## config.mk

```make
export PLATFORM = sky130hd
export DESIGN_NAME = insn_decoder_top
export DESIGN_NICKNAME = d
export VERILOG_FILES = /design/src/logic/pipe_pkg.sv /design/src/logic/isa_pkg.sv /design/src/logic/pipe_ifs.sv /design/src/logic/insn_decoder_top.sv /design/src/logic/operand_issue.sv /design/src/logic/decode_hold_buffer.sv /design/src/logic/insn_fetch_decode.sv /design/src/logic/reg_hazard_checker.sv
export VERILOG_INCLUDE_DIRS = /design/src /design/src/logic
export SDC_FILE = /design/constraint.sdc
export NUM_CORES = 1
export LEC_CHECK = 0
export BUFFER_PORTS_ARGS = -buffer_cell sky130_fd_sc_hd__clkbuf_2
export CAP_MARGIN = 10
export CORE_MARGIN = 10
export CORE_UTILIZATION = 45
export CTS_CLUSTER_DIAMETER = 100
export CTS_CLUSTER_SIZE = 28
export DETAILED_ROUTE_END_ITERATION = 10
export PLACE_DENSITY = 0.8
export SKIP_LAST_GASP = 1
export SYNTH_ARGS = -nofsm -noshare
export SYNTH_HDL_FRONTEND = slang
export SYNTH_SLANG_ARGS = --single-unit
```

## constraint.sdc

```tcl
create_clock -name clk -period 4.9 [get_ports clk]
set_clock_uncertainty 0.15 [all_clocks]
set_input_delay 0.49 -clock clk [delete_from_list [all_inputs] [get_ports clk]]
set_output_delay 0.49 -clock clk [all_outputs]
set_load 0.01 [all_outputs]
```

## src/logic/isa_config.svh

```systemverilog
`ifndef ISA_CONFIG_SVH
`define ISA_CONFIG_SVH

`define DATA_W       32   // data and instruction word
`define REG_AW       5    // register address width
`define PC_REG       31   // program counter
`define LR_REG       29   // link register
`define BRANCH_DELAY 3    // fetch stop cycles after br or ret

`endif
```

## src/logic/pipe_pkg.sv

```systemverilog
`include "isa_config.svh"

package pipe_pkg;

    // 1..3 write a1, 4..6 write a2, 7..8 write both
    typedef enum logic [3:0] {
        WB_NONE = 4'd0,
        WB_A1   = 4'd1,
        WB_A2   = 4'd4,
        WB_BOTH = 4'd7
    } wb_op_t;

    typedef enum logic [3:0] {
        MEM_IDLE  = 4'd0,   // clean nop
        MEM_PASS  = 4'd1,   // passthrough
        MEM_READ  = 4'd2,
        MEM_WRITE = 4'd5
    } mem_op_t;

    typedef struct packed {
        logic [7:0]         alu_op;
        logic [3:0]         cond;
        logic [3:0]         write_flags;
        logic               is_cond;
        wb_op_t             wb_op;
        logic [`REG_AW-1:0] wb_a1;
        logic [`REG_AW-1:0] wb_a2;
        mem_op_t            m1_op;
        mem_op_t            m2_op;
    } dec_ctrl_t;

    typedef struct packed {
        logic [`REG_AW-1:0] r1_addr;
        logic [`REG_AW-1:0] r2_addr;
        logic [1:0]         rd_mask;     // bit0 read r1, bit1 read r2
        logic               r1_to_m;     // read 1 lands in m_a1 not e_a
        logic               imm_valid;
        logic               imm_to_a;    // imm takes the a slot, else b
        logic [`DATA_W-1:0] imm;
    } operand_src_t;

endpackage

```

## src/logic/isa_pkg.sv

```systemverilog
`include "isa_config.svh"

package isa_pkg;

    typedef enum logic [6:0] {
        OP_NOP  = 7'd0,
        OP_OR   = 7'd1,
        OP_NOR  = 7'd2,
        OP_AND  = 7'd3,
        OP_NAND = 7'd4,
        OP_INV  = 7'd5,
        OP_XOR  = 7'd6,
        OP_XNOR = 7'd7,
        OP_ADD  = 7'd14,
        OP_SUB  = 7'd15,
        OP_INC  = 7'd20,   // b forced to one
        OP_DEC  = 7'd21,   // b forced to one
        OP_CMP  = 7'd22,
        OP_CMN  = 7'd23,
        OP_TST  = 7'd24,
        OP_BR   = 7'd25,
        OP_RET  = 7'd28,
        OP_LDR  = 7'd29,
        OP_STR  = 7'd30
    } opcode_t;

    typedef enum logic [7:0] {
        ALU_NOP  = 8'h00,
        ALU_ADD  = 8'h01,
        ALU_SUB  = 8'h02,
        ALU_NOT  = 8'h0B,
        ALU_AND  = 8'h0C,
        ALU_OR   = 8'h0D,
        ALU_XOR  = 8'h0E,
        ALU_NAND = 8'h0F,
        ALU_NOR  = 8'h10,
        ALU_XNOR = 8'h11
    } alu_op_t;

    typedef struct packed {
        opcode_t            opcode;    // [31:25]
        logic [3:0]         cond;      // [24:21]
        logic [`REG_AW-1:0] ra;        // [20:16] first source
        logic [`REG_AW-1:0] rb;        // [15:11] second source
        logic [`REG_AW-1:0] rc;        // [10:6] destination
        logic [1:0]         imm_sel;   // 01 imm to b, 10 imm to a, 11 none
        logic [3:0]         spare;
    } insn_fields_t;

    // one fetched word, seen as an instruction or as an immediate
    typedef union packed {
        insn_fields_t       insn;
        logic [`DATA_W-1:0] data;
    } fetch_word_u;

endpackage

```

## src/logic/pipe_ifs.sv

```systemverilog
`timescale 1ns/100ps
`include "isa_config.svh"

interface decode_if import pipe_pkg::*; ();
    logic         push;   // one cycle strobe
    dec_ctrl_t    ctrl;
    operand_src_t src;
    logic         full;   // buffer cannot take a push

    modport producer (
        output push, ctrl, src,
        input  full
    );

    modport buffer (
        input  push, ctrl, src,
        output full
    );
endinterface

interface issue_if import pipe_pkg::*; ();
    logic         valid;
    dec_ctrl_t    ctrl;
    operand_src_t src;
    logic         pop;    // entry issues this cycle

    modport buffer (
        output valid, ctrl, src,
        input  pop
    );

    modport consumer (
        input  valid, ctrl, src,
        output pop
    );
endinterface

```

## src/logic/insn_decoder_top.sv

```systemverilog
`timescale 1ns/100ps
`include "isa_config.svh"

module insn_decoder_top (
    input  logic               clk,
    input  logic               rst,
    input  logic [`DATA_W-1:0] word,       // fetch port
    input  logic [`DATA_W-1:0] r1,         // register file read data
    input  logic [`DATA_W-1:0] r2,
    input  logic [`REG_AW-1:0] ex_r1_a,
    input  logic [`REG_AW-1:0] ex_r2_a,
    input  logic [`REG_AW-1:0] mem_r1_a,
    input  logic [`REG_AW-1:0] mem_r2_a,
    input  logic [`REG_AW-1:0] reg_r1_a,
    input  logic [`REG_AW-1:0] reg_r2_a,
    input  logic [3:0]         ex_r_op,
    input  logic [3:0]         mem_r_op,
    input  logic               ex_proceed,
    input  logic               mem_proceed,
    input  logic [1:0]         reg_write,
    output logic [`DATA_W-1:0] e_a,
    output logic [`DATA_W-1:0] e_b,
    output logic [`DATA_W-1:0] m_a1,
    output logic [`DATA_W-1:0] m_a2,
    output logic [7:0]         e_alu_op,
    output logic [3:0]         e_cond,
    output logic [3:0]         e_write_flags,
    output logic               e_is_cond,
    output logic [3:0]         m_r1_op,
    output logic [3:0]         m_r2_op,
    output logic [3:0]         r_op,
    output logic [`REG_AW-1:0] r_a1,
    output logic [`REG_AW-1:0] r_a2,
    output logic [`REG_AW-1:0] r_r1_addr,
    output logic [`REG_AW-1:0] r_r2_addr,
    output logic [1:0]         r_read,
    output logic               d_pass,     // one issue per pulse
    output logic               d_pcincr    // fetch advance
);

    decode_if dec_bus ();   // producer to buffer
    issue_if  iss_bus ();   // buffer to consumer

    insn_fetch_decode fetch_inst (
        .clk,
        .rst,
        .word,
        .d_pcincr,
        .dec      (dec_bus.producer)
    );

    decode_hold_buffer hold_inst (
        .clk,
        .rst,
        .dec (dec_bus.buffer),
        .iss (iss_bus.buffer)
    );

    operand_issue issue_inst (
        .iss (iss_bus.consumer),
        .*
    );

endmodule

```

## src/logic/operand_issue.sv

```systemverilog
`timescale 1ns/100ps
`include "isa_config.svh"

module operand_issue
    import pipe_pkg::*;
(
    input  logic               clk,
    input  logic               rst,
    issue_if.consumer          iss,
    input  logic [`DATA_W-1:0] r1,
    input  logic [`DATA_W-1:0] r2,
    input  logic [`REG_AW-1:0] ex_r1_a, ex_r2_a,
    input  logic [`REG_AW-1:0] mem_r1_a, mem_r2_a,
    input  logic [`REG_AW-1:0] reg_r1_a, reg_r2_a,
    input  logic [3:0]         ex_r_op, mem_r_op,
    input  logic               ex_proceed, mem_proceed,
    input  logic [1:0]         reg_write,
    output logic [`DATA_W-1:0] e_a, e_b, m_a1, m_a2,
    output logic [7:0]         e_alu_op,
    output logic [3:0]         e_cond, e_write_flags,
    output logic               e_is_cond,
    output logic [3:0]         m_r1_op, m_r2_op, r_op,
    output logic [`REG_AW-1:0] r_a1, r_a2, r_r1_addr, r_r2_addr,
    output logic [1:0]         r_read,
    output logic               d_pass
);

    operand_src_t       src;
    logic               hazard;
    logic [`DATA_W-1:0] a_val;    // operand a after imm select
    logic [`DATA_W-1:0] b_val;

    assign src = iss.src;

    reg_hazard_checker hazard_inst (
        .rd1_addr (src.r1_addr),
        .rd2_addr (src.r2_addr),
        .rd_mask  (src.rd_mask),
        .ex_r1_a,
        .ex_r2_a,
        .ex_r_op,
        .ex_proceed,
        .mem_r1_a,
        .mem_r2_a,
        .mem_r_op,
        .mem_proceed,
        .reg_r1_a,
        .reg_r2_a,
        .reg_write,
        .hazard
    );

    assign iss.pop   = iss.valid && !hazard;             // issue when operands are clean
    assign r_read    = iss.valid ? src.rd_mask : 2'b00;  // register file read request
    assign r_r1_addr = iss.valid ? src.r1_addr : '0;
    assign r_r2_addr = iss.valid ? src.r2_addr : '0;

    // the immediate takes the slot of the register it replaces
    assign a_val = (src.imm_valid && src.imm_to_a) ? src.imm : (src.rd_mask[0] ? r1 : '0);
    assign b_val = (src.imm_valid && !src.imm_to_a) ? src.imm : (src.rd_mask[1] ? r2 : '0);

    always_ff @(posedge clk or posedge rst) begin
        if (rst) begin
            d_pass        <= 1'b0;
            e_a           <= '0;
            e_b           <= '0;
            m_a1          <= '0;
            m_a2          <= '0;
            e_alu_op      <= '0;
            e_cond        <= '0;
            e_write_flags <= '0;
            e_is_cond     <= 1'b0;
            m_r1_op       <= MEM_IDLE;
            m_r2_op       <= MEM_IDLE;
            r_op          <= WB_NONE;
            r_a1          <= '0;
            r_a2          <= '0;
        end else begin
            d_pass <= iss.pop;                           // one pulse per entry
            if (iss.pop) begin
                e_a           <= src.r1_to_m ? '0 : a_val;
                e_b           <= b_val;
                m_a1          <= src.r1_to_m ? a_val : '0;  // memory address
                m_a2          <= src.r1_to_m ? b_val : '0;  // store data
                e_alu_op      <= iss.ctrl.alu_op;
                e_cond        <= iss.ctrl.cond;
                e_write_flags <= iss.ctrl.write_flags;
                e_is_cond     <= iss.ctrl.is_cond;
                m_r1_op       <= iss.ctrl.m1_op;
                m_r2_op       <= iss.ctrl.m2_op;
                r_op          <= iss.ctrl.wb_op;
                r_a1          <= iss.ctrl.wb_a1;
                r_a2          <= iss.ctrl.wb_a2;
            end
        end
    end

endmodule

```

## src/logic/decode_hold_buffer.sv

```systemverilog
`timescale 1ns/100ps
`include "isa_config.svh"

module decode_hold_buffer
    import pipe_pkg::*;
(
    input  logic     clk,
    input  logic     rst,
    decode_if.buffer dec,
    issue_if.buffer  iss
);

    dec_ctrl_t    ctrl_q;    // held entry
    operand_src_t src_q;
    logic         valid_q;

    always_ff @(posedge clk or posedge rst) begin
        if (rst) begin
            valid_q <= 1'b0;
        end else if (dec.push) begin
            valid_q <= 1'b1;     // push wins over a same cycle pop
        end else if (iss.pop) begin
            valid_q <= 1'b0;
        end
    end

    always_ff @(posedge clk) begin
        if (dec.push) begin
            ctrl_q <= dec.ctrl;
            src_q  <= dec.src;
        end
    end

    // a leaving entry frees the slot in the same cycle
    assign dec.full  = valid_q && !iss.pop;
    assign iss.valid = valid_q;
    assign iss.ctrl  = ctrl_q;
    assign iss.src   = src_q;

endmodule

```

## src/logic/insn_fetch_decode.sv

```systemverilog
`timescale 1ns/100ps
`include "isa_config.svh"

module insn_fetch_decode
    import isa_pkg::*;
    import pipe_pkg::*;
(
    input  logic               clk,
    input  logic               rst,
    input  logic [`DATA_W-1:0] word,
    output logic               d_pcincr,
    decode_if.producer         dec
);

    typedef enum logic [1:0] {S_FETCH, S_IMM, S_PUSH, S_DELAY} state_t;
    localparam int CNT_W = $clog2(`BRANCH_DELAY + 1);

    state_t           state;
    logic [CNT_W-1:0] delay_cnt;     // branch delay down counter
    logic             branch_q;      // held entry is br or ret
    dec_ctrl_t        ctrl_q;
    operand_src_t     src_q;
    fetch_word_u      fw;
    insn_fields_t     f;
    dec_ctrl_t        dec_ctrl;
    operand_src_t     dec_src;
    logic             dec_need_imm;
    logic             dec_branch;
    logic             take_insn;

    assign fw = word;
    assign f  = fw.insn;

    assign dec_branch = (f.opcode == OP_BR) || (f.opcode == OP_RET);

    always_comb begin
        dec_ctrl             = '0;
        dec_ctrl.cond        = f.cond;
        dec_ctrl.is_cond     = 1'b1;
        dec_ctrl.write_flags = 4'hF;      // all flags
        dec_ctrl.wb_op       = WB_A1;     // rc to a1
        dec_ctrl.wb_a1       = f.rc;
        dec_ctrl.m1_op       = MEM_PASS;
        dec_ctrl.m2_op       = MEM_PASS;
        dec_src              = '0;
        dec_src.r1_addr      = f.ra;
        dec_src.r2_addr      = f.rb;
        dec_src.rd_mask      = 2'b11;     // read both
        dec_need_imm         = 1'b0;
        case (f.opcode)
            OP_OR:   dec_ctrl.alu_op = ALU_OR;
            OP_NOR:  dec_ctrl.alu_op = ALU_NOR;
            OP_AND:  dec_ctrl.alu_op = ALU_AND;
            OP_NAND: dec_ctrl.alu_op = ALU_NAND;
            OP_XOR:  dec_ctrl.alu_op = ALU_XOR;
            OP_XNOR: dec_ctrl.alu_op = ALU_XNOR;
            OP_ADD:  dec_ctrl.alu_op = ALU_ADD;
            OP_SUB:  dec_ctrl.alu_op = ALU_SUB;
            OP_INV: begin
                dec_ctrl.alu_op = ALU_NOT;
                dec_src.rd_mask = 2'b01;  // ra only
            end
            OP_INC, OP_DEC: begin
                dec_ctrl.alu_op   = (f.opcode == OP_INC) ? ALU_ADD : ALU_SUB;
                dec_src.rd_mask   = 2'b01;
                dec_src.imm_valid = 1'b1; // constant one on b
                dec_src.imm       = `DATA_W'(1);
            end
            OP_CMP, OP_CMN, OP_TST: begin
                dec_ctrl.wb_op = WB_NONE; // flags only
                case (f.opcode)
                    OP_CMP:  dec_ctrl.alu_op = ALU_SUB;
                    OP_CMN:  dec_ctrl.alu_op = ALU_ADD;
                    default: dec_ctrl.alu_op = ALU_AND;
                endcase
            end
            OP_BR, OP_RET: begin
                dec_ctrl.alu_op      = ALU_NOP;
                dec_ctrl.write_flags = 4'h0;
                dec_ctrl.wb_a1       = `REG_AW'(`PC_REG);  // target into pc
                dec_src.rd_mask      = 2'b01;
                if (f.opcode == OP_RET) begin
                    dec_src.r1_addr = `REG_AW'(`LR_REG);   // return address
                end
            end
            OP_LDR: begin
                dec_ctrl.write_flags = 4'h0;
                dec_ctrl.m1_op       = MEM_READ;           // load rc from m_a1
                dec_src.rd_mask      = 2'b01;
                dec_src.r1_to_m      = 1'b1;
            end
            OP_STR: begin
                dec_ctrl.write_flags = 4'h0;
                dec_ctrl.wb_op       = WB_NONE;
                dec_ctrl.m2_op       = MEM_WRITE;          // rb stored at ra
                dec_src.r1_to_m      = 1'b1;
            end
            default: begin                                 // nop and unused codes
                dec_ctrl        = '0;
                dec_src.rd_mask = 2'b00;
            end
        endcase
        if (!dec_src.imm_valid) begin
            if (f.imm_sel == 2'b01 && dec_src.rd_mask == 2'b11 && !dec_src.r1_to_m) begin
                dec_need_imm       = 1'b1;                 // imm replaces rb
                dec_src.rd_mask[1] = 1'b0;
            end else if (f.imm_sel == 2'b10 && dec_src.rd_mask[0] && f.opcode != OP_RET) begin
                dec_need_imm       = 1'b1;                 // imm replaces ra
                dec_src.imm_to_a   = 1'b1;
                dec_src.rd_mask[0] = 1'b0;
            end
        end
        dec_src.imm_valid = dec_src.imm_valid | dec_need_imm;
    end

    always_comb begin
        case (state)
            S_FETCH, S_IMM: d_pcincr = 1'b1;
            S_PUSH:         d_pcincr = !dec.full && !branch_q;  // next word as entry leaves
            default:        d_pcincr = 1'b0;                    // branch delay
        endcase
    end

    assign take_insn = d_pcincr && (state != S_IMM);   // word is an instruction
    assign dec.push  = (state == S_PUSH) && !dec.full;
    assign dec.ctrl  = ctrl_q;
    assign dec.src   = src_q;

    always_ff @(posedge clk or posedge rst) begin
        if (rst) begin
            state     <= S_FETCH;
            delay_cnt <= '0;
            branch_q  <= 1'b0;
        end else if (take_insn) begin
            state    <= dec_need_imm ? S_IMM : S_PUSH;
            branch_q <= dec_branch;
        end else begin
            case (state)
                S_IMM: state <= S_PUSH;
                S_PUSH: begin
                    if (dec.push) begin                    // only a branch gets here
                        state     <= S_DELAY;
                        delay_cnt <= CNT_W'(`BRANCH_DELAY - 1);
                    end
                end
                S_DELAY: begin
                    if (delay_cnt == '0) begin
                        state <= S_FETCH;
                    end else begin
                        delay_cnt <= delay_cnt - 1'b1;
                    end
                end
                default: state <= S_FETCH;
            endcase
        end
    end

    always_ff @(posedge clk) begin
        if (take_insn) begin
            ctrl_q <= dec_ctrl;
            src_q  <= dec_src;
        end else if (state == S_IMM) begin
            src_q.imm <= fw.data;                          // immediate word
        end
    end

endmodule

```

## src/logic/reg_hazard_checker.sv

```systemverilog
`timescale 1ns/100ps
`include "isa_config.svh"

module reg_hazard_checker (
    input  logic [`REG_AW-1:0] rd1_addr,
    input  logic [`REG_AW-1:0] rd2_addr,
    input  logic [1:0]         rd_mask,
    input  logic [`REG_AW-1:0] ex_r1_a, ex_r2_a,
    input  logic [3:0]         ex_r_op,
    input  logic               ex_proceed,
    input  logic [`REG_AW-1:0] mem_r1_a, mem_r2_a,
    input  logic [3:0]         mem_r_op,
    input  logic               mem_proceed,
    input  logic [`REG_AW-1:0] reg_r1_a, reg_r2_a,
    input  logic [1:0]         reg_write,
    output logic               hazard
);

    logic [1:0] ex_dest;    // {writes a2, writes a1}
    logic [1:0] mem_dest;
    logic       ex_hit, mem_hit, reg_hit;

    function automatic logic [1:0] wb_dest(input logic [3:0] op);
        case (op)
            4'd1, 4'd2, 4'd3: return 2'b01;   // a1 only
            4'd4, 4'd5, 4'd6: return 2'b10;   // a2 only
            4'd7, 4'd8:       return 2'b11;   // both
            default:          return 2'b00;
        endcase
    endfunction

    // one write port against both reads, straight and crossed
    function automatic logic addr_hit(input logic w, input logic [`REG_AW-1:0] a);
        return w && ((rd_mask[0] && a == rd1_addr) || (rd_mask[1] && a == rd2_addr));
    endfunction

    always_comb begin
        ex_dest  = wb_dest(ex_r_op);
        mem_dest = wb_dest(mem_r_op);
        ex_hit   = addr_hit(ex_dest[0], ex_r1_a) || addr_hit(ex_dest[1], ex_r2_a);
        mem_hit  = addr_hit(mem_dest[0], mem_r1_a) || addr_hit(mem_dest[1], mem_r2_a);
        reg_hit  = addr_hit(reg_write[0], reg_r1_a) || addr_hit(reg_write[1], reg_r2_a);
        hazard   = (ex_hit && ex_proceed) || (mem_hit && mem_proceed) || reg_hit;
    end

endmodule

```

==> results.env, run 1 <==
MAX-CLOCK-PATH-BUFFERS=3
DRT_ITER0_MARKERS=902
WL_PER_CELL_UM=22.7
SYNTH-EDFF-COUNT=136
FINAL_LAYOUT_SIZE_SUFFIX_GT1_SHARE_PCT=32.1
CRIT_PATH_MAX_FANOUT=38
CRITPATHLAUNCHTYPE='register'
FINALSETUPVIOLATIONS=0
H_TREE_DEPTH_REPORTED_BY_CTS=1
FIRST_GLOBAL_VIAS=10200
MAX_FREQ_MHz=256
PLACEMENT.IO_BUFFERS=305
GLOBALROUTEOVERFLOWTOTAL=0
TOTAL_LEAKAGE_POWER_uW=0.00730
GRT.TOTAL_USAGE_PCT=19.9
PLACE_AREA_UM2=15300
FIRST_PASS_ITERS=5
WORST_IR_DROP_VDD_mV=0.605
SYNTH_SEQ_CELLS=292
DRT.ANTENNA.VIOLATING_NETS=0
DIE-HEIGHT_UM=195
PLACED_WIRE_LENGTH_ESTIMATE_AFTER_DETAILED_PLACEMENT_UM=29200
DRV_CAP=0
CTS.REPAIR_TIMING.SETUP_BUFFER_COUNT=0
INSERTION_DELAY_NS=0.50
MAX-SLEW-MARGIN-REL_PCT=25.7
ROUTE.DETAILED.VIAS_PER_INST=5.73
TOP_LEVEL_PORTS=321
FINAL-HOLD-VIOLATION-COUNT=4
LAYOUT.CELL_AREA.NON_FILLER_UM2=15800
ROUTE.FINAL.WIRE_LENGTH_UM=40000
LAYOUT_WORST_PATH_CYCLE_SHARE_PCT=79.7
RUN_STATUS='complete, but fails checks'
VIOLATIONS='negative hold slack'
YS_TYPES=65
TNS_NS=0
FIN_CRIT_NS=3.91
YS_WARN_COUNT=0
CLK_TRANSITION_REPORTED_PATHS_NS=0.11
TIMING.FINAL.WS_SETUP_NS=0.994
FP.DIEAREA_UM2=38200
ROUTED-VIA-COUNT=10100
SYN_INST=1125
LAYOUT-AREA-OVERHEAD-VS-SYNTH_PCT=13.9
POSTSYNTH.TOPFLOPCELL='sky130_fd_sc_hd__dfrtp_1'
GP_ROUTABILITY_CONGESTION=0.921
WORSTMARGINPINSLEW_NS=1.11
POWER_PER_CELL_AREA_nW_PER_UM2=695
WORST_SETUP_PATH_END_KIND='output port'
POST_SYNTH_INSTANCE_AREA_UM2=13800
HOLDBUFCOUNTCTS=0
WORST_EP_ARRIVAL_TIME_NS=3.27
CTS_RESIZED=0
CRIT_REQUIRED_NS=4.26
RSZ0062_AT_GRT='no'
TRITONCTS='done'
CTS-ROOT-BUF='sky130_fd_sc_hd__clkbuf_16'
CHIPWIDTH_UM=195
FINALMAXSLEWVIOLATIONS=0
POST-PLACE-WS_NS=1.17
GRT_START_MAX_NET_PINS=121
DRC_ERRORS=0
ASYNC_RESET_FF_SHARE_PCT=53.4
GRT_PASS1_WL_UM=60700
AVGSYNTHCELLAREA_UM2=12.3
WORST_HOLD_PATH_TYPE='in -> async'
NUMBER_OF_CLOCK_SINKS_SEEN_BY_CTS=292
DESIGN.CORE.AREA_UM2=30400
TIMING.SETUP.CRITICAL_PATH_CLASS='reg -> out'
INITIAL_CELL_DENSITY_OF_THE_CORE_PCT=45.5
FIN_NETS=1505
CTS_BUFFERS=14
WHS_NS=-0.00877
NUM_ROWS=64
ANTENNA_FOUND_INITIAL=3
SYNTH.YOSYS.SEQ_AREA_SHARE_PCT=57.7
[cell usage after synthesis (3+ instances only)]
library cell / number / area share, %
sky130_fd_sc_hd__nor3_1: 3 / 0.11
sky130_fd_sc_hd__o41ai_2: 5 / 0.59
sky130_fd_sc_hd__xnor2_1: 45 / 2.8
sky130_fd_sc_hd__nand3_1: 36 / 1.3
sky130_fd_sc_hd__buf_12: 7 / 1.0
sky130_fd_sc_hd__buf_6: 10 / 0.81
sky130_fd_sc_hd__nor4_1: 5 / 0.23
sky130_fd_sc_hd__nand2_1: 101 / 2.7
sky130_fd_sc_hd__nand4_1: 10 / 0.45
sky130_fd_sc_hd__o31ai_1: 14 / 0.76
sky130_fd_sc_hd__nor3b_1: 3 / 0.16
sky130_fd_sc_hd__mux2_2: 5 / 0.41
sky130_fd_sc_hd__dfrtp_1: 156 / 28
sky130_fd_sc_hd__o21ai_1: 12 / 0.43
sky130_fd_sc_hd__nand2b_1: 10 / 0.45
sky130_fd_sc_hd__o41ai_1: 59 / 3.7
sky130_fd_sc_hd__and2_1: 19 / 0.86
sky130_fd_sc_hd__nor2_1: 20 / 0.54
sky130_fd_sc_hd__xor2_1: 17 / 1.1
sky130_fd_sc_hd__o21bai_1: 3 / 0.16
sky130_fd_sc_hd__o211ai_1: 3 / 0.16
sky130_fd_sc_hd__a21oi_1: 63 / 2.3
sky130_fd_sc_hd__clkbuf_1: 65 / 1.8
sky130_fd_sc_hd__o22ai_1: 6 / 0.27
sky130_fd_sc_hd__mux2_4: 69 / 7.5
sky130_fd_sc_hd__nor2b_1: 14 / 0.63
sky130_fd_sc_hd__o21ai_0: 72 / 2.6
sky130_fd_sc_hd__buf_2: 7 / 0.25
sky130_fd_sc_hd__and3_1: 60 / 2.7
sky130_fd_sc_hd__edfxtp_1: 136 / 30
sky130_fd_sc_hd__o21a_1: 4 / 0.22
sky130_fd_sc_hd__ha_1: 7 / 0.63
sky130_fd_sc_hd__buf_4: 25 / 1.4
sky130_fd_sc_hd__inv_1: 18 / 0.49
[critical path, cell delays in order, from the launching register on]
cell	delay (ns)
sky130_fd_sc_hd__edfxtp_1	0.60
sky130_fd_sc_hd__xnor2_1	0.21
sky130_fd_sc_hd__nand4_1	0.11
sky130_fd_sc_hd__o22ai_1	0.17
sky130_fd_sc_hd__a22oi_2	0.33
sky130_fd_sc_hd__nand4_4	0.53
sky130_fd_sc_hd__a21bo_2	0.43
sky130_fd_sc_hd__a21oi_1	0.22
sky130_fd_sc_hd__clkbuf_2	0.18
[registers in the layout, summed over array words and instances, names as in the netlist, 4 cells and up]
register and count:
fetch_inst.dec.src 47, hold_inst.iss.src 47, issue_inst.e_a 32, issue_inst.e_b 32, issue_inst.m_a1 32, issue_inst.m_a2 32
fetch_inst.dec.ctrl 21, hold_inst.iss.ctrl 21, issue_inst.e_alu_op 5, issue_inst.r_a1 5, issue_inst.e_cond 4
[area by class of cell]
cell class                 count  area (um2)
fill                        2638       14700
inverter                      19        78.8
multi-input combinational    712        5120
tap                          396         495
sequential                   292        7990
timing repair buffer         319        1640
clock buffer                  21         398
clock inverter                 3        22.5
antenna                        3        7.51
[worst paths after layout]
| path | endpoint | slack [ns] | start | cells past startpoint |
|---|---|---|---|---|
| worst max-delay path | d_pcincr | 0.99 | hold_inst.iss.src[37] | 8 |
| worst min register to register | hold_inst.iss.src[16] | 0.27 | fetch_inst.dec.src[16] | 0 |
| worst max register to register | issue_inst.e_a[28] | 1.17 | hold_inst.iss.src[35] | 7 |
| max in group asynchronous | issue_inst.m_a1[7] | 3.53 | rst | 3 |
| min in group clk | fetch_inst.dec.src[37] | 0.03 | word[11] | 1 |
| worst min-delay path | issue_inst.m_a2[13] | -0.009 | rst | 2 |
[routing by layer]
layer	vias to the layer above	part of all wire (%)	GRT usage, %
li1	4544	-	-
met1	4995	42	26.6
met2	521	48	32.9
met3	55	7.7	3.55
met4	0	2.2	4.86
met5	-	0	0
[kinds of logic after synthesis]
logic type / after synthesis / share of synthesized area [%]
and+or+nand+nor: 289 / 10.9
xor gates and xnor gates: 62 / 3.93
muxes: 77 / 8.12
AOI/OAI and AO/OA: 262 / 12.8
buffers and inverters: 135 / 5.78
adders and majority gates: 7 / 0.633
other: 1 / 0.0271
DFF: 292 / 57.7
[metrics by stage]
step | util, % | std cells | power [uW] | hold slack, ns
detailed placement | 50.4 | 1738 | 9700 | 0.255
global route | 51.8 | 1764 | 11600 | 0.0128
CTS | 51.8 | 1762 | 11000 | 0.0197
floorplan | - | 1139 | 8070 | 0.250
global placement | 50.4 | 1738 | 9530 | 0.253
finish | 51.8 | 1765 | 11000 | -0.00877
[cells in the final DEF, fill, tap and decap left out, drive strengths merged, types with 2 or more instances in the layout]
master	count
nor2b	14
o41ai	64
edfxtp	136
nand2	102
a2bb2oi	2
o21ai	85
a31o	2
diode	3
o211ai	3
o21bai	3
inv	20
clkbuf	326
o21a	4
o31ai	14
a211oi	2
nor4	5
nor2	21
buf	14
and2	19
dfrtp	156
conb	15
nand2b	10
mux2i	2
nand4	12
xnor2	45
and3	61
clkinv	2
o22ai	7
a21oi	63
xor2	17
mux2	75
nand3	36
ha	7
nor3b	3
nor3	3
a21boi	2
[report_power, final]
group | switching (uW) | total (uW) | internal (uW)
registers | 876 | 4920 | 4050
clock network | 756 | 1340 | 581
logic | 2800 | 4690 | 1890
Power figures use the tool's default switching activity.
==> inputs of run 2 (changes only) <==
==> constraint.sdc (replaced) <==
create_clock -name clk -period 3.2 [get_ports clk]
set_clock_uncertainty 0.15 [all_clocks]
set_input_delay 0.32 -clock clk [delete_from_list [all_inputs] [get_ports clk]]
set_output_delay 0.32 -clock clk [all_outputs]
set_load 0.01 [all_outputs]
==> run 2 against run 1 <==
  * The flow now finishes without violations
  * Power increased by 58%
  * Non-clock buffer count increased by 37
  * Register-to-register slack got worse by 0.92 ns
  * Design area increased by 2.9%
  * Sequential power increased by 48%
  * Core utilization increased by 1.5 points
  * Die area unchanged
  * Global-route usage increased by 0.53 points
  * Worst setup slack got worse by 0.83 ns
  * Combinational power increased by 65%
  * Count of clock-buffer cells in the layout decreased by 3
  * Critical endpoint unchanged
==> results.env, run 2 (synthesis gave the netlist of run 1 again) <==
WORST_SETUP_PATH_END_KIND='output port'
CRIT_REQUIRED_NS=2.73
TOTAL_LEAKAGE_POWER_uW=0.00752
POWER_PER_CELL_AREA_nW_PER_UM2=1070
RSZ0062_AT_GRT='no'
ORDERED_CELL_LIST_FOR_THE_CRITICAL_PATH='buf_4 > xnor2_1 > and3_1 > o221ai_4 > nand4_4 > a21bo_2 > a21oi_1 > clkbuf_2'
FIN_CRIT_NS=3.04
MAX-SLEW-MARGIN-REL_PCT=29.1
ANTENNA_FOUND_INITIAL=1
DRT.ANTENNA.VIOLATING_NETS=0
CRITPATHLAUNCHTYPE='register'
TNS_NS=0
R2R_START='hold_inst.iss.src[37]'
WL_PER_CELL_UM=22.8
CRITICAL-PATH-SLOWEST-CELL='sky130_fd_sc_hd__edfxtp_1'
LAYOUT-AREA-OVERHEAD-VS-SYNTH_PCT=17.2
NUMBER_OF_CLOCK_SINKS_SEEN_BY_CTS=292
WORST_HOLD_PATH_TYPE='in -> reg'
FINALPOWER_uW=17300
CTS-ROOT-BUF='sky130_fd_sc_hd__clkbuf_16'
DRT_ITER0_MARKERS=814
DRV_CAP=0
WORST_IR_DROP_VDD_mV=0.812
DIE-HEIGHT_UM=195
CRIT_PATH_MAX_INCR_DELAY_NS=0.55
ROUTE.FINAL.WIRE_LENGTH_UM=41100
PLACED_WIRE_LENGTH_ESTIMATE_AFTER_DETAILED_PLACEMENT_UM=29800
FIN_NETS=1543
MAX_FREQ_MHz=329
ROUTE.DETAILED.VIAS_PER_INST=5.56
RUN_STATUS='finished, final reports clean'
LAYOUT_COMMONEST_CELL='sky130_fd_sc_hd__clkbuf_2'
WHS_NS=0.0161
GP_ROUTABILITY_CONGESTION=0.848
CTS_BUFFERS=15
GRT.TOTAL_USAGE_PCT=20.5
HOLD-PATH-ENDPOINT='fetch_inst.dec.src[43]'
INSERTION_DELAY_NS=0.50
FILL_CELLS=2568
NUM_ROWS=64
DESIGN.CORE.AREA_UM2=30400
LAYOUT.CELLS.MOST_COMMON_LIST='305 x sky130_fd_sc_hd__clkbuf_2, 156 x sky130_fd_sc_hd__dfrtp_1, 136 x sky130_fd_sc_hd__edfxtp_1'
HOLDCRITSTARTPOINT='word[17]'
REGTOREGENDPOINT='issue_inst.e_b[5]'
FIRST_GLOBAL_VIAS=10200
WORSTHOLDPATHCELLS=2
LAYOUT_WORST_PATH_CYCLE_SHARE_PCT=94.9
DRC_ERRORS=0
FINAL_UTIL_PCT=53.3
WORST_EP_ARRIVAL_TIME_NS=2.57
PATH_BUF_INV=2
TOP_LEVEL_PORTS=321
ROUTED-VIA-COUNT=10000
FINAL-HOLD-VIOLATION-COUNT=0
FIRST_PASS_ITERS=5
CRIT_PATH_MAX_FANOUT=7
H_TREE_DEPTH_REPORTED_BY_CTS=1
GRT_PASS1_WL_UM=61800
MAX-CLOCK-PATH-BUFFERS=3
FINAL_LAYOUT_SIZE_SUFFIX_GT1_SHARE_PCT=32.9
FINALSETUPVIOLATIONS=0
INITIAL_CELL_DENSITY_OF_THE_CORE_PCT=45.5
SETUP.REG_TO_REG.WORST_SLACK_NS=0.25
WORSTMARGINPINSLEW_NS=1.06
TIMING.SETUP.CRITICAL_PATH_CLASS='reg -> out'
CHIPWIDTH_UM=195
CLK_TRANSITION_REPORTED_PATHS_NS=0.10
FINALMAXSLEWVIOLATIONS=0
GLOBALROUTEOVERFLOWTOTAL=0
TRITONCTS='done'
FP.DIEAREA_UM2=38200
GRT_START_MAX_NET_PINS=157
CP_TOP_FAMILY='compound AO/OA/AOI/OAI gates'
WORSTREGTOREGCELLS=9
PLACEMENT.IO_BUFFERS=305
==> run 2: cell count changes in the layout (fill, tap and decap cells not counted), sizes merged <==
cell	previous run	this run
buf	14	35
bufinv	0	2
clkbuf	326	323
clkinvlp	0	1
diode	3	1
dlygate4sd3	0	16
==> run 2: stage by stage <==
| stage | cells | setup slack [ns] | cell area [um2] |
|---|---|---|---|
| after floorplan | 1139 | 0.169 | 13900 |
| after global routing | 1800 | 0.0331 | 16200 |
| after CTS | 1789 | 0.00221 | 16100 |
| after global placement | 1745 | 0.165 | 15400 |
| final | 1800 | 0.163 | 16200 |
| after detailed placement | 1745 | 0.119 | 15400 |
==> run 2: worst max path at each step <==
stage,from,to,slack (ns),depth (start not counted)
2_1_floorplan,hold_inst.iss.src[37],hold_inst.iss.ctrl[0],0.17,9
3_3_place_gp,hold_inst.iss.src[38],hold_inst.iss.src[21],0.17,7
3_5_place_dp,hold_inst.iss.src[38],hold_inst.iss.src[21],0.12,7
4_1_cts,hold_inst.iss.src[38],d_pcincr,0.002,8
5_1_grt,hold_inst.iss.src[38],d_pcincr,0.03,8
6_report,hold_inst.iss.src[37],d_pcincr,0.16,8
==> run 2: worst register-to-register path, stage by stage, from the launching register on <==
cell,delay (ns)
sky130_fd_sc_hd__edfxtp_1,0.55
sky130_fd_sc_hd__buf_4,0.20
sky130_fd_sc_hd__xnor2_1,0.11
sky130_fd_sc_hd__and3_1,0.22
sky130_fd_sc_hd__o221ai_4,0.28
sky130_fd_sc_hd__nand4_4,0.13
sky130_fd_sc_hd__buf_4,0.19
sky130_fd_sc_hd__nor2_8,0.24
sky130_fd_sc_hd__buf_4,0.41
sky130_fd_sc_hd__mux2_4,0.35
==> run 2: per-layer routing <==
layer,share of wire [%],vias to the layer above,GRT usage (%)
li1,-,4614,-
met1,42,4855,27.0
met2,48,456,33.3
met3,6.6,84,4.01
met4,3.3,0,6.42
met5,0,-,0
==> run 2: what timing repair did <==
action / in CTS / in global routing
setup endpoints to repair: 1 / 69
pin swaps: 0 / 2
hold buffers: 16 / 0
endpoints found under the hold margin: 149 / 0
buffers inserted: 4 / 10
gates resized for setup: 0 / 1
==> run 2: area by class of cell <==
cell class	count	area (um2)	area share [%]
clock buffer	18	387	2.38
timing repair buffer	356	2020	12.5
sequential	292	7990	49.3
multi-input combinational	712	5130	31.6
inverter	19	77.6	0.479
clock inverter	6	108	0.664
antenna	1	2.50	0.0154
tap	396	495	3.06
==> run 2: report_power, final <==
part / switching (uW) / leakage (uW) / internal [uW]
sequential: 1100 / 0.00345 / 6180
clock: 1220 / 0.000239 / 1060
combinational: 4590 / 0.00383 / 3160
